[config.mk]
export PLATFORM = sky130hd
export DESIGN_NAME = reply_sequencer
export DESIGN_NICKNAME = d
export VERILOG_FILES = /design/src/ft_link_pkg.sv /design/src/reply_sequencer.sv
export VERILOG_INCLUDE_DIRS = /design/src
export SDC_FILE = /design/constraint.sdc
export NUM_CORES = 1
export LEC_CHECK = 0
export ABC_AREA = 1
export CAP_MARGIN = 5
export CORE_MARGIN = 4
export CORE_UTILIZATION = 30
export CTS_BUF_LIST = sky130_fd_sc_hd__clkbuf_4 sky130_fd_sc_hd__clkbuf_8 sky130_fd_sc_hd__clkbuf_16
export CTS_CLUSTER_SIZE = 8
export DETAILED_ROUTE_END_ITERATION = 8
export DONT_BUFFER_PORTS = 1
export SYNTH_ARGS = -nofsm -noshare
export SYNTH_HDL_FRONTEND = slang
export SYNTH_SLANG_ARGS = --single-unit
[constraint.sdc]
create_clock -name clk -period 4.7 [get_ports clk]
set_clock_uncertainty 0.1 [all_clocks]
set_input_delay 0.94 -clock clk [delete_from_list [all_inputs] [get_ports clk]]
set_output_delay 0.94 -clock clk [all_outputs]
set_load 0.02 [all_outputs]
[src/ft_link_consts.svh]
// Timing marks, framing symbols and sizes of the FIFO byte pipe
// Included by every module that needs a cycle mark or a symbol
`ifndef FT_LINK_CONSTS_SVH
`define FT_LINK_CONSTS_SVH

// Read cycle marks, counted from cycle start
`define FT_RD_END 25
`define FT_RD_SAMPLE 9
`define FT_RD_STROBE_START 2
`define FT_RD_STROBE_STOP 12

// Write cycle marks, OE window encloses the WR pulse
`define FT_WR_END 25
`define FT_WR_STROBE_START 5
`define FT_WR_STROBE_STOP 15
`define FT_WR_OE_START 2
`define FT_WR_OE_STOP 22

// Packet framing
`define HEADER_SYMBOL 8'h55
`define HEADER_COUNT 12
`define TRAILER_SYMBOL 8'hAA
`define TRAILER_COUNT 8
`define ERROR_SYMBOL 8'hEE
`define MIN_PACKET_LENGTH 12

// Payload store, 2048 bytes
`define RAM_WORDS 1024

`endif

[src/ft_link_pkg.sv]
// Shared types of the FIFO byte pipe
// Referenced by scoped names from the modules

package ft_link_pkg;

	// One FIFO byte
	typedef logic [7:0] byte_t;
	// Length, service type or RAM word
	typedef logic [15:0] word_t;
	// Payload word index
	typedef logic [9:0] ram_addr_t;
	// Position inside a read or write cycle
	typedef logic [4:0] cycle_cnt_t;

	// Reply sequencer states
	typedef enum logic [1:0] {
		TX_IDLE,
		TX_WAIT_RAM,
		TX_SEND
	} tx_state_t;

endpackage

[src/reply_sequencer.sv]
// Reply byte sequencer
// Walks header, length, service field, payload loopback and trailer
// one byte per write cycle, fetching a RAM word ahead of each word pair
`timescale 1ns/100ps
`include "ft_link_consts.svh"

module reply_sequencer (
	input  logic                   clk,
	input  logic                   rst_n,
	input  logic                   packet_done,
	input  logic                   packet_error,
	input  ft_link_pkg::word_t     packet_length,
	input  ft_link_pkg::word_t     service_type,
	input  ft_link_pkg::word_t     ram_rdata,
	input  logic                   tx_done,
	output ft_link_pkg::ram_addr_t ram_raddr,
	output ft_link_pkg::byte_t     tx_byte,
	output logic                   tx_start,
	output logic                   reply_active
);

	ft_link_pkg::tx_state_t state;
	ft_link_pkg::word_t idx;
	ft_link_pkg::word_t next_idx;
	ft_link_pkg::word_t reply_len;
	ft_link_pkg::word_t pay_end;
	ft_link_pkg::word_t next_off;
	logic in_flight;
	logic fetch;

	// Error reply has no payload
	assign reply_len = packet_error ? 16'(`HEADER_COUNT + 4 + `TRAILER_COUNT)
		: packet_length + 16'(`HEADER_COUNT);
	assign pay_end = reply_len - 16'(`TRAILER_COUNT);
	assign next_idx = idx + 16'd1;
	assign next_off = next_idx - 16'(`HEADER_COUNT + 4);
	// Even payload byte needs a fresh word
	assign fetch = (next_idx >= `HEADER_COUNT + 4) && (next_idx < pay_end) && !next_idx[0];
	assign tx_start = (state == ft_link_pkg::TX_SEND) && !in_flight;

	// ========================================
	// Byte select
	// ========================================
	always_comb begin
		if (idx < `HEADER_COUNT)
			tx_byte = `HEADER_SYMBOL;
		else if (idx == `HEADER_COUNT)
			tx_byte = packet_length[7:0];
		else if (idx == `HEADER_COUNT + 1)
			tx_byte = packet_length[15:8];
		else if (idx == `HEADER_COUNT + 2)
			tx_byte = packet_error ? `ERROR_SYMBOL : service_type[7:0];
		else if (idx == `HEADER_COUNT + 3)
			tx_byte = packet_error ? `ERROR_SYMBOL : service_type[15:8];
		else if (idx < pay_end)
			tx_byte = idx[0] ? ram_rdata[15:8] : ram_rdata[7:0];
		else
			tx_byte = `TRAILER_SYMBOL;
	end

	// Pacing FSM, one byte in flight at a time
	always_ff @(posedge clk) begin
		if (!rst_n) begin
			state <= ft_link_pkg::TX_IDLE;
			idx <= '0;
			in_flight <= 1'b0;
			reply_active <= 1'b0;
		end else begin
			case (state)
				ft_link_pkg::TX_IDLE: begin
					if (packet_done) begin
						idx <= '0;
						in_flight <= 1'b0;
						reply_active <= 1'b1;
						state <= ft_link_pkg::TX_SEND;
					end
				end
				// RAM read latency
				ft_link_pkg::TX_WAIT_RAM: state <= ft_link_pkg::TX_SEND;
				ft_link_pkg::TX_SEND: begin
					if (tx_start) begin
						in_flight <= 1'b1;
					end else if (tx_done) begin
						in_flight <= 1'b0;
						if (next_idx == reply_len) begin
							state <= ft_link_pkg::TX_IDLE;
							reply_active <= 1'b0;
						end else begin
							idx <= next_idx;
							if (fetch)
								state <= ft_link_pkg::TX_WAIT_RAM;
						end
					end
				end
				default: state <= ft_link_pkg::TX_IDLE;
			endcase
		end
	end

	// Word address for the next byte pair
	always_ff @(posedge clk) begin
		if (state == ft_link_pkg::TX_SEND && tx_done && fetch)
			ram_raddr <= next_off[10:1];
	end

endmodule

* Yosys cells after proc, flatten, opt, wreduce, memory -nomap -nowiden
Index checks and enable logic that the tools add are counted.
** Storage, ports and cells
- Bits in registers :: 30
- Input bits :: 53
** Operators by class
- Add/sub/neg operators :: 4
- Magnitude comparators :: 4
- Eq/ne operators :: 14
- Mux-type cells :: 30
- Reductions and logical operators :: 13
** Operators by type and width (number)
- $mux 16 :: 5
- $mux 8 :: 9
- $eq 16x4->1 const B :: 4
- $lt 16x16->1 :: 2
- $pmux 16 s2 :: 1
- $add 16x1->16 const B :: 1
- $add 16x4->16 const B :: 1
- $eq 16x16->1 :: 1
- $ge 16x5->1 const B :: 1
- $lt 16x4->1 const B :: 1
- $sub 16x4->16 const B :: 1
- $sub 11x5->11 const B :: 1
- $mux 2 :: 5
- $reduce_and 5->1 :: 2
- $ne 2x2->1 const B :: 4
- $mux 1 :: 7
- $pmux 2 s3 :: 1
- $logic_and 1x1->1 :: 5
- $pmux 1 s2 :: 2
- $reduce_and 4->1 :: 1
- $ne 3x2->1 const B :: 1
- $ne 3x3->1 const B :: 1
- $reduce_and 3->1 :: 1
- $eq 2x1->1 const B :: 1
- other kinds (5) :: 6

* Logic depth before layout (Yosys ltp)
Gate-level depths: netlist (run 1).
- Depth after elaboration :: 11
- Mapped depth :: 25
- Mapped depth without buffers :: 25

* Worst setup path before layout (run 1)
OpenSTA, ideal clock, no wires.
- Path kind :: in2out
- Start :: input port packet_length[2]
- End :: output port tx_byte[1]
- Arrival :: 3.846 ns
- Path slack :: -0.186 ns
- Cell stages on the path :: 24
- Cell sequence :: inv_1 -> ha_1 -> inv_1 -> nand2_1 -> a21oi_1 -> ha_1 -> inv_1 -> nor2_1 -> nand4_1 -> nor2_1 -> xor2_1 -> ha_1 -> inv_1 -> o31ai_1 -> a21oi_1 -> nand2_1 -> nand3_1 -> nand2_1 -> nand2_2 -> nand3_1 -> nand2_1 -> nand2_1 -> nand2_1 -> a21oi_1
** Between the ends
- Longest elaborated chain between the ends :: 10
** RTL lines
- start: declaration :: line reply_sequencer.sv:12 : input ft_link_pkg::word_t packet_length,
- $add 16x4->16 :: line reply_sequencer.sv:33 : : packet_length + 16'(`HEADER_COUNT);
- $mux 16 :: line reply_sequencer.sv:32 : assign reply_len = packet_error ? 16'(`HEADER_COUNT + 4 + `TRAILER_COUNT)
- $sub 16x4->16 :: line reply_sequencer.sv:34 : assign pay_end = reply_len - 16'(`TRAILER_COUNT);
- $lt 16x16->1 :: line reply_sequencer.sv:55 : else if (idx < pay_end)
- $mux 8 :: line reply_sequencer.sv:55
- $mux 8 :: line reply_sequencer.sv:53 : else if (idx == `HEADER_COUNT + 3)
- $mux 8 :: line reply_sequencer.sv:51 : else if (idx == `HEADER_COUNT + 2)
- $mux 8 :: line reply_sequencer.sv:49 : else if (idx == `HEADER_COUNT + 1)
- $mux 8 :: line reply_sequencer.sv:47 : else if (idx == `HEADER_COUNT)
- $mux 8 :: line reply_sequencer.sv:45 : if (idx < `HEADER_COUNT)
- end: declaration :: line reply_sequencer.sv:17 : output ft_link_pkg::byte_t tx_byte,
Every way passes these cells.

* Worst setup path after layout (run 1)
- Start :: input port packet_length[3]
- End :: output port tx_byte[6]
The elaborated chain is that of the path after synthesis.

==> metrics.txt, run 1 <==
first-pass GRT wire length 19.0 mm; RSZ-0062 raised after global routing yes; CP startpoint packet_length[3]; share of cells above drive strength 1 0.162; critical path data required time 3.66 ns; R2R depth 17; largest net degree at the start of global routing 20; Critical Path End Type primary output; gr ovfl total 0; vias 4121; htree depth 2; die area 0.0149 mm2; clk root buf clkbuf_16; Tot GR Track Use 0.159; P_leak 2.24 nW; Max stage delay cell, worst path ha_1; placed insts 827; final core utilization 0.366; Worst R2R End ram_raddr[0]; Hold-fix buffers, CTS 0; post-DP HPWL between 9 and 10 mm; Worst R2R Start idx[1]; clk slew on worst S/H paths around 0.050 ns; Total Power 0.800 mW; clk sink count 30; Area after DPL 0.00437 mm2; flop-to-flop setup slack 1.26 ns; Final GP Congestion 0.881; P per Cell Area 173 mW/mm2; clk_lat worst skew 0.27 ns; I/O pin cnt 73; worst-margin pin slew slightly above 0.6 ns; cell repeated most along the worst path nand2_1; TritonCTS clock tree yes; Yosys reg bits 30; Via density 4.92; synth warn 0; hold_ws 0.380 ns; top_reg_cell synth dfxtp_1; syn_area_per_cell 6.16 um2; 1st-iter DRT viols around 320; Routed Antenna Nets 0; antenna violations before repair 0; # rows between 40 and 50; vias in the first global route 3725; critical path arrival 3.58 ns; Num CTS Buffers 5; CP Class in2out; FMAX 0.216 GHz; synthesized cell area about 0.0039 mm2; Slew Limit Fails 0; Max-Cap Viols 0; die height 122 um; fin nets ~750; Startpoint Class input port; synth-to-layout area growth 19.2%; total count of hold-check failures in the final report 0; ANT cells 0; drt drc 0; final WL between 10 and 15 mm; crit path to tx_byte[6]; worst vdd ir 0.000280 V; drt pass-1 iters 5; drt wl/cell 14.2 um; post-route clock period utilization 0.983; Hold WC Path Type reg2reg; Finished Cell Area 0.00464 mm2; Initial Util 0.307; Core ar. 0.0127 mm2; EDFF count, synth 10; net count of the mapped netlist 720; Chip Width 122 um; minimum clock period 4.62 ns; port bufs 0; clock buffer depth 2; post-route insts no fill 837; Setup violations, final 0; post-synth cell types 40; worst stage delay on the critical path approximately 0.28 ns; cell count after synthesis 632; relative slew slack 0.591; Async SR Flop Fraction 0; status finished, final reports clean; Critical Path Fanout Max 8; post-synthesis sequential area ratio 0.180
power by group:
part           switching [mW]  internal, mW
Clock                   0.104         0.192
Sequential            0.00356         0.271
Combinational           0.147        0.0832
flip-flops by register name, summed over array words and instances (netlist names):
| register | count |
|---|---|
| idx | 16 |
| in_flight | 1 |
| ram_raddr | 10 |
| reply_active | 1 |
| state | 2 |
cells in the final DEF, fill, tap and decap left out, types with 4 or more instances in the layout:
master,Yosys,layout
a21oi_1,47,41
dfxtp_1,20,20
edfxtp_1,10,10
nor2_2,4,5
nor2_4,6,7
nand3_2,2,5
a21oi_2,2,4
nor2_1,37,35
ha_1,35,33
nand2_1,167,153
nand2_2,5,17
a21oi_4,0,4
nand4_1,16,16
o21ai_0,25,25
clkbuf_16,0,5
inv_1,101,97
inv_2,2,4
nor3_1,12,11
nand3_1,73,70
xor2_1,25,24
buf_4,1,38
nor4_1,5,5
area by class of cell:
class | count | area, um2
fillers | 1408 | 8030
multi-input cells | 484 | 2890
flip-flops and latches | 30 | 701
inverters | 105 | 407
repair buffers | 38 | 285
well taps | 172 | 215
clock buffers | 5 | 125
clock inverters | 3 | 16.3
how the worst min path moves through the flow:
stage / from / to / cells after the start
after global routing: in_flight / in_flight / 2
final: in_flight / in_flight / 2
after detailed placement: in_flight / in_flight / 2
after CTS: in_flight / in_flight / 2
after global placement: in_flight / in_flight / 2
after floorplan: in_flight / in_flight / 2
logic make-up after synthesis:
family,Yosys count,share of synthesized area
AND/OR/NAND/NOR,333,0.392
buffers and inverters,118,0.120
AO/OA/AOI/OAI,85,0.117
adder cells (fa/ha/maj),35,0.112
XOR/XNOR,31,0.0784
flip-flops,30,0.180
cell usage after synthesis (2+ instances only):
master,instances,share of area
clkbuf_1,5,0.0048
o211ai_1,3,0.0058
nor4_1,5,0.0080
ha_1,35,0.11
nand4_1,16,0.026
o21ai_0,25,0.032
nand2_1,167,0.16
xor2_1,25,0.056
nor2_1,37,0.036
nor2_2,4,0.0064
inv_2,2,0.0019
nor2_4,6,0.017
xor2_2,2,0.0084
a21oi_1,47,0.060
a21oi_2,2,0.0045
edfxtp_1,10,0.077
nand3_1,73,0.094
buf_2,6,0.0077
clkinv_1,2,0.0019
nand2_2,5,0.0080
dfxtp_1,20,0.10
xnor2_1,3,0.0067
inv_1,101,0.097
nand3_2,2,0.0051
o31ai_1,3,0.0058
nor3_1,12,0.015
layer usage:
layer | track usage | up-vias | routed length [um]
li1 | - | 2116 | -
met1 | 0.234 | 1878 | 5810
met2 | 0.246 | 118 | 5140
met3 | 0.0260 | 9 | 840
met4 | 0.0329 | 0 | 109
met5 | 0 | - | 0
worst max-delay path, delay by kind of cell:
kind	cells	cell delay [ns]
AO/OA/AOI/OAI	4	0.47
XOR/XNOR	1	0.20
adder cells (fa/ha/maj)	3	0.65
AND/OR/NAND/NOR	14	1.18
buffers and inverters	3	0.12
repair_timing:
action	4_1_cts	5_1_grt
endpoints found under the setup margin	8	8
pin swaps	9	18
gates resized for setup	11	24
setup buffers	2	0
stage by stage:
stage	setup WS, ns	TNS [ns]
floorplan	0.00503	0
detailed placement	-0.126	-0.734
global placement	-0.0774	-0.433
CTS	0.0195	0
finish	0.0790	0
global route	-0.206	-1.44
Note: power is estimated with default switching activity, not from simulation.
==> run 2: changes to the inputs <==
--- a/config.mk
+++ b/config.mk
@@ -6,7 +6,6 @@
 export SDC_FILE = /design/constraint.sdc
 export NUM_CORES = 1
 export LEC_CHECK = 0
-export ABC_AREA = 1
 export CAP_MARGIN = 5
 export CORE_MARGIN = 4
 export CORE_UTILIZATION = 30
@@ -14,6 +13,7 @@
 export CTS_CLUSTER_SIZE = 8
 export DETAILED_ROUTE_END_ITERATION = 8
 export DONT_BUFFER_PORTS = 1
+export RECOVER_POWER = 25
 export SYNTH_ARGS = -nofsm -noshare
 export SYNTH_HDL_FRONTEND = slang
 export SYNTH_SLANG_ARGS = --single-unit
==> metrics.txt, run 2 <==
status finished, violations left; failing checks negative setup slack; Largest regs idx: 16 flops, ram_raddr: 10 flops, state: 2 flops; die height 123 um; worst stage delay on the critical path 0.34 ns; critical path arrival 4.26 ns; Max stage delay cell, worst path mux2_4; ranking of synthesized cells by area ha_1, dfxtp_1, edfxtp_1; P per Cell Area 159 mW/mm2; placed insts about 700; post-DP HPWL 9.81 mm; relative slew slack 0.565; port bufs 0; Routed Antenna Nets 0; EDFF count, synth 10; most common cell in the netlist nor2_1; clk sink count 30; vias in the first global route 3802; Initial Util 0.311; net count of the mapped netlist 573; gr ovfl total 0; top_reg_cell synth dfxtp_1; max FFs per register 16; Most Crowded Layer GR met2; final worst setup slack -0.599 ns; Async SR Flop Fraction 0; Critical Path End Type primary output; met1 usage 0.222; worst vdd ir 0.000114 V; ANT cells 0; die area ~0.015 mm2; commonest cells after routing, fill and taps aside buf_4, nor2_1, nand2_1, ha_1, o21ai_0; synthesized cell area 0.00397 mm2; clk root buf clkbuf_16; P_leak 2.00 nW; area leader, netlist ha_1; drt drc 0; # fillers 1284; total count of hold-check failures in the final report 0; commonest non-fill, non-tap cell in the layout buf_4; top cells by count, synth nor2_1, ha_1, nand2_1; clk slew on worst S/H paths 0.05 ns; Hold WC Path Type reg2reg; Final GP Congestion 0.916; GRT met2 Usage 0.268; cell count after synthesis 485; htree depth 2; I/O pin cnt 73; CP Class in2out; final core utilization 0.377; Setup violations, final 8; minimum clock period 5.30 ns; Via density 5.58; drt pass-1 iters 5; Cell Chain, Critical Path inv_12 -> ha_4 -> nand3b_1 -> mux2_4 -> nor3b_4 -> o211ai_1 -> nor2_1 -> xnor2_1 -> ha_1 -> buf_4 -> a21oi_2 -> o21ai_1 -> nand3b_1 -> and3_4 -> o221ai_2 -> and4_4 -> nor2_4 -> buf_4 -> o31ai_4; Biggest register idx; post-synthesis sequential area ratio 0.176; top cell type's share of synthesized area 0.110; vias 3979; Critical Path Fanout Max 8; TritonCTS clock tree yes; share of cells above drive strength 1 0.231; syn_area_per_cell 8.19 um2; Tot GR Track Use 0.161; Chip Width ~120 um; largest net degree at the start of global routing 32; 1st-iter DRT viols 263; Yosys reg bits 30; drt wl/cell between 15 and 20 um; critical path data required time 3.66 ns; clk_lat worst skew 0.27 ns; fin nets about 630; synth-to-layout area growth 21.4%; post-route clock period utilization 1.13; antenna violations before repair 0; final WL roughly 12 mm; RSZ-0062 raised after global routing yes; synth warn 0; post-route insts no fill 713; Core ar. 0.0128 mm2; GRT met3 Usage 0.0174; FMAX 0.189 GHz; worst-margin pin slew 0.651 ns; Startpoint Class input port; Hold-fix buffers, CTS 0; first-pass GRT wire length 19.5 mm; Num CTS Buffers 5; post-synth cell types 83; # rows about 40; clock buffer depth 2; Max-Cap Viols 0; Slew Limit Fails 0
[run 2: kinds of logic (layout without fill, tap and decap cells)]
family / count (synthesis) / in the layout / synth area share
AO/OA/AOI/OAI: 137 / 137 / 0.253
XOR/XNOR: 42 / 42 / 0.0964
AND/OR/NAND/NOR: 179 / 179 / 0.259
buffers and inverters: 50 / 106 / 0.0706
adder cells (fa/ha/maj): 35 / 35 / 0.110
multiplexers: 12 / 12 / 0.0340
flip-flops: 30 / 30 / 0.176
[run 2: routing by layer]
layer / part of all wire / vias to the layer above
met5: 0 / -
met4: 0.012 / 0
met3: 0.052 / 14
met2: 0.46 / 117
met1: 0.47 / 1916
li1: - / 1932
[run 2: critical path: cells and delay by family]
family / cells / cell delay [ns]
AND/OR/NAND/NOR: 7 / 1.26
AO/OA/AOI/OAI: 5 / 0.78
adder cells (fa/ha/maj): 2 / 0.44
multiplexers: 1 / 0.34
buffers and inverters: 3 / 0.31
XOR/XNOR: 1 / 0.17
[run 2: path summary, 6_finish.rpt]
path,start,end,slack (ns),cells after the start
worst min-delay path,in_flight,in_flight,0.42,2
worst min register to register,in_flight,in_flight,0.42,2
worst max register to register,idx[1],ram_raddr[3],0.56,13
worst max-delay path,packet_length[2],tx_byte[2],-0.60,19
[run 2: cell type report]
cell class	instances	area, um2	area share
inverter	25	119	0.0247
clock inverter	2	8.76	0.00182
tap	172	215	0.0447
clock buffer	6	133	0.0275
sequential	30	701	0.145
multi-input combinational	405	3070	0.637
timing repair buffer	73	573	0.119
[run 2: what timing repair did]
action                                  CTS  global route
gates resized for setup                   5             3
buffers inserted                          6             3
cloned                                    0             0
endpoints found under the setup margin    8             8
pin swaps                                 5             1
[run 2: power by group]
| group | internal [mW] | switching [mW] | total [mW] |
|---|---|---|---|
| sequential | 0.270 | 0.00639 | 0.277 |
| combinational | 0.0936 | 0.0893 | 0.183 |
| clock | 0.199 | 0.107 | 0.305 |
[run 2: metrics by stage]
stage | TNS (ns) | power (mW) | hold WS (ns) | worst slack, ns | cell area (um2)
floorplan | -3.62 | 0.403 | 0.384 | -0.488 | 4050
global placement | -3.56 | 0.452 | 0.409 | -0.508 | 4580
detailed placement | -4.57 | 0.456 | 0.415 | -0.635 | 4580
CTS | -4.20 | 0.766 | 0.429 | -0.566 | 4790
global route | -6.60 | 0.799 | 0.468 | -0.839 | 4820
finish | -4.54 | 0.765 | 0.423 | -0.599 | 4820
==> run 3: changes to the inputs <==
--- a/config.mk
+++ b/config.mk
@@ -8,7 +8,7 @@
 export LEC_CHECK = 0
 export CAP_MARGIN = 5
 export CORE_MARGIN = 4
-export CORE_UTILIZATION = 30
+export CORE_UTILIZATION = 40
 export CTS_BUF_LIST = sky130_fd_sc_hd__clkbuf_4 sky130_fd_sc_hd__clkbuf_8 sky130_fd_sc_hd__clkbuf_16
 export CTS_CLUSTER_SIZE = 8
 export DETAILED_ROUTE_END_ITERATION = 8
==> metrics.txt, run 3 (synthesized netlist as in run 2, its figures left out) <==
Final GP Congestion roughly 0.83; antenna violations before repair 0; post-DP HPWL 9.36 mm; P per Cell Area 144 mW/mm2; Chip Width 108 um; Most Crowded Layer GR met2; clk root buf clkbuf_8; clk slew on worst S/H paths 0.06 ns; failing checks negative setup slack; hold_ws between 0.4 and 0.5 ns; Critical Path Fanout Max 8; synth-to-layout area growth 18.8%; gr ovfl total 0; vias 3936; worst stage delay on the critical path 0.38 ns; status finished, violations left; RSZ-0062 raised after global routing yes; Initial Util 0.408; Largest regs idx: 16 flops, ram_raddr: 10 flops, state: 2 flops; minimum clock period 5.28 ns; WP buf/inv 3; critical path data required time 3.66 ns; Routed Antenna Nets 0; Worst R2R Start idx[1]; I/O pin cnt 73; final WL 12.0 mm; worst-margin pin slew 0.675 ns; # rows 36; Critical Path End Type primary output; Hold WC Path Type reg2reg; # fillers 1007; flop-to-flop setup slack 0.52 ns; CP Class in2out; FMAX 0.189 GHz; die height 108 um; GRT met3 Usage 0.0318; crit path to tx_byte[3]; placed insts 655; commonest non-fill, non-tap cell in the layout buf_4; Crit path depth 19; Startpoint Class input port; kind of cell adding the most delay to the critical path simple AND/OR/NAND/NOR gates; clk_lat worst skew around 0.28 ns; worst vdd ir 0.000123 V; Slew Limit Fails 0; Num CTS Buffers 5; drt pass-1 iters 5; Total Power 0.681 mW; htree depth 2; first-pass GRT wire length 19.3 mm; fin nets 624; 1st-iter DRT viols 186; Hold-fix buffers, CTS 0; ANT cells 0; Via density 5.87; clock buffer depth 2; commonest cells after routing, fill and taps aside buf_4, nor2_1, nand2_1; met1 usage 0.266; Biggest register idx; Max stage delay cell, worst path a221o_1; relative slew slack 0.549; share of cells above drive strength 1 0.231; R2R depth 12; cell repeated most along the worst path nand3b_1; TritonCTS clock tree yes; drt wl/cell 17.9 um; Setup violations, final 8; port bufs 0; Core ar. 0.00973 mm2; Max-Cap Viols 0; CP startpoint packet_length[2]; post-route clock period utilization 1.12; P_leak 1.96 nW; Worst R2R End ram_raddr[8]; largest net degree at the start of global routing 32; post-route insts no fill 670; Tot GR Track Use 0.205; max FFs per register 16; final worst setup slack -0.580 ns; vias in the first global route around 4k; drt drc 0; critical path arrival 4.24 ns; clk sink count 30; Cell Chain, Critical Path inv_8 -> ha_4 -> nand3b_1 -> mux2_4 -> nor3b_4 -> buf_4 -> o21ai_0 -> xnor2_1 -> ha_1 -> nand4_1 -> nor2_1 -> o311ai_1 -> nand3b_1 -> and3_4 -> o221ai_2 -> a221o_1 -> nor2_4 -> buf_6 -> o21a_4; die area 0.0116 mm2; total count of hold-check failures in the final report 0; GRT met2 Usage 0.348
-- run 3: per-layer routing --
layer	up-vias	wire [um]
met5	-	0
met4	0	252
met3	19	826
met2	158	5770
met1	1830	5160
li1	1929	-
-- run 3: how the worst min path moves through the flow --
| stage | slack (ns) | start | end | depth (start not counted) |
|---|---|---|---|---|
| 2_1_floorplan | 0.38 | in_flight | in_flight | 2 |
| 3_3_place_gp | 0.41 | in_flight | in_flight | 2 |
| 3_5_place_dp | 0.41 | in_flight | in_flight | 2 |
| 4_1_cts | 0.42 | in_flight | in_flight | 2 |
| 5_1_grt | 0.49 | in_flight | in_flight | 2 |
| 6_report | 0.42 | in_flight | in_flight | 2 |
-- run 3: repair_timing --
| item | CTS | global route |
|---|---|---|
| resized for setup | 6 | 5 |
| cloned | 0 | 1 |
| pin swaps | 6 | 8 |
| buffers inserted | 9 | 4 |
| setup endpoints to repair | 8 | 20 |
-- run 3: per-stage QoR --
stage / utilization / TNS (ns) / setup slack (ns) / instance area [um2]
2_1_floorplan: - / -3.62 / -0.488 / 4050
3_3_place_gp: 0.464 / -3.48 / -0.484 / 4520
3_5_place_dp: 0.464 / -4.76 / -0.648 / 4520
4_1_cts: 0.483 / -8.13 / -0.593 / 4700
5_1_grt: 0.485 / -5.84 / -0.758 / 4710
6_report: 0.485 / -4.37 / -0.580 / 4710
-- run 3: power breakdown --
group,switching [mW],internal (mW)
registers,0.00593,0.269
clock network,0.102,0.118
logic,0.0901,0.0958
-- run 3: area by class of cell --
type	instances	area [um2]	area share
clock buffer	6	82.6	0.0175
clock inverter	2	12.5	0.00265
inverter	25	114	0.0242
multi-input combinational	406	3110	0.660
sequential	30	701	0.149
tap	133	166	0.0353
timing repair buffer	68	527	0.112
-- run 3: worst register-to-register path: stages (launching register included) --
cell	delay (ns)
dfxtp_1	0.59
ha_1	0.29
nand3_2	0.28
nor4_1	0.43
xnor2_1	0.20
inv_1	0.17
ha_1	0.34
and4_1	0.22
a221o_1	0.38
nor3_2	0.20
a211oi_2	0.08
a21oi_2	0.27
and3_2	0.31
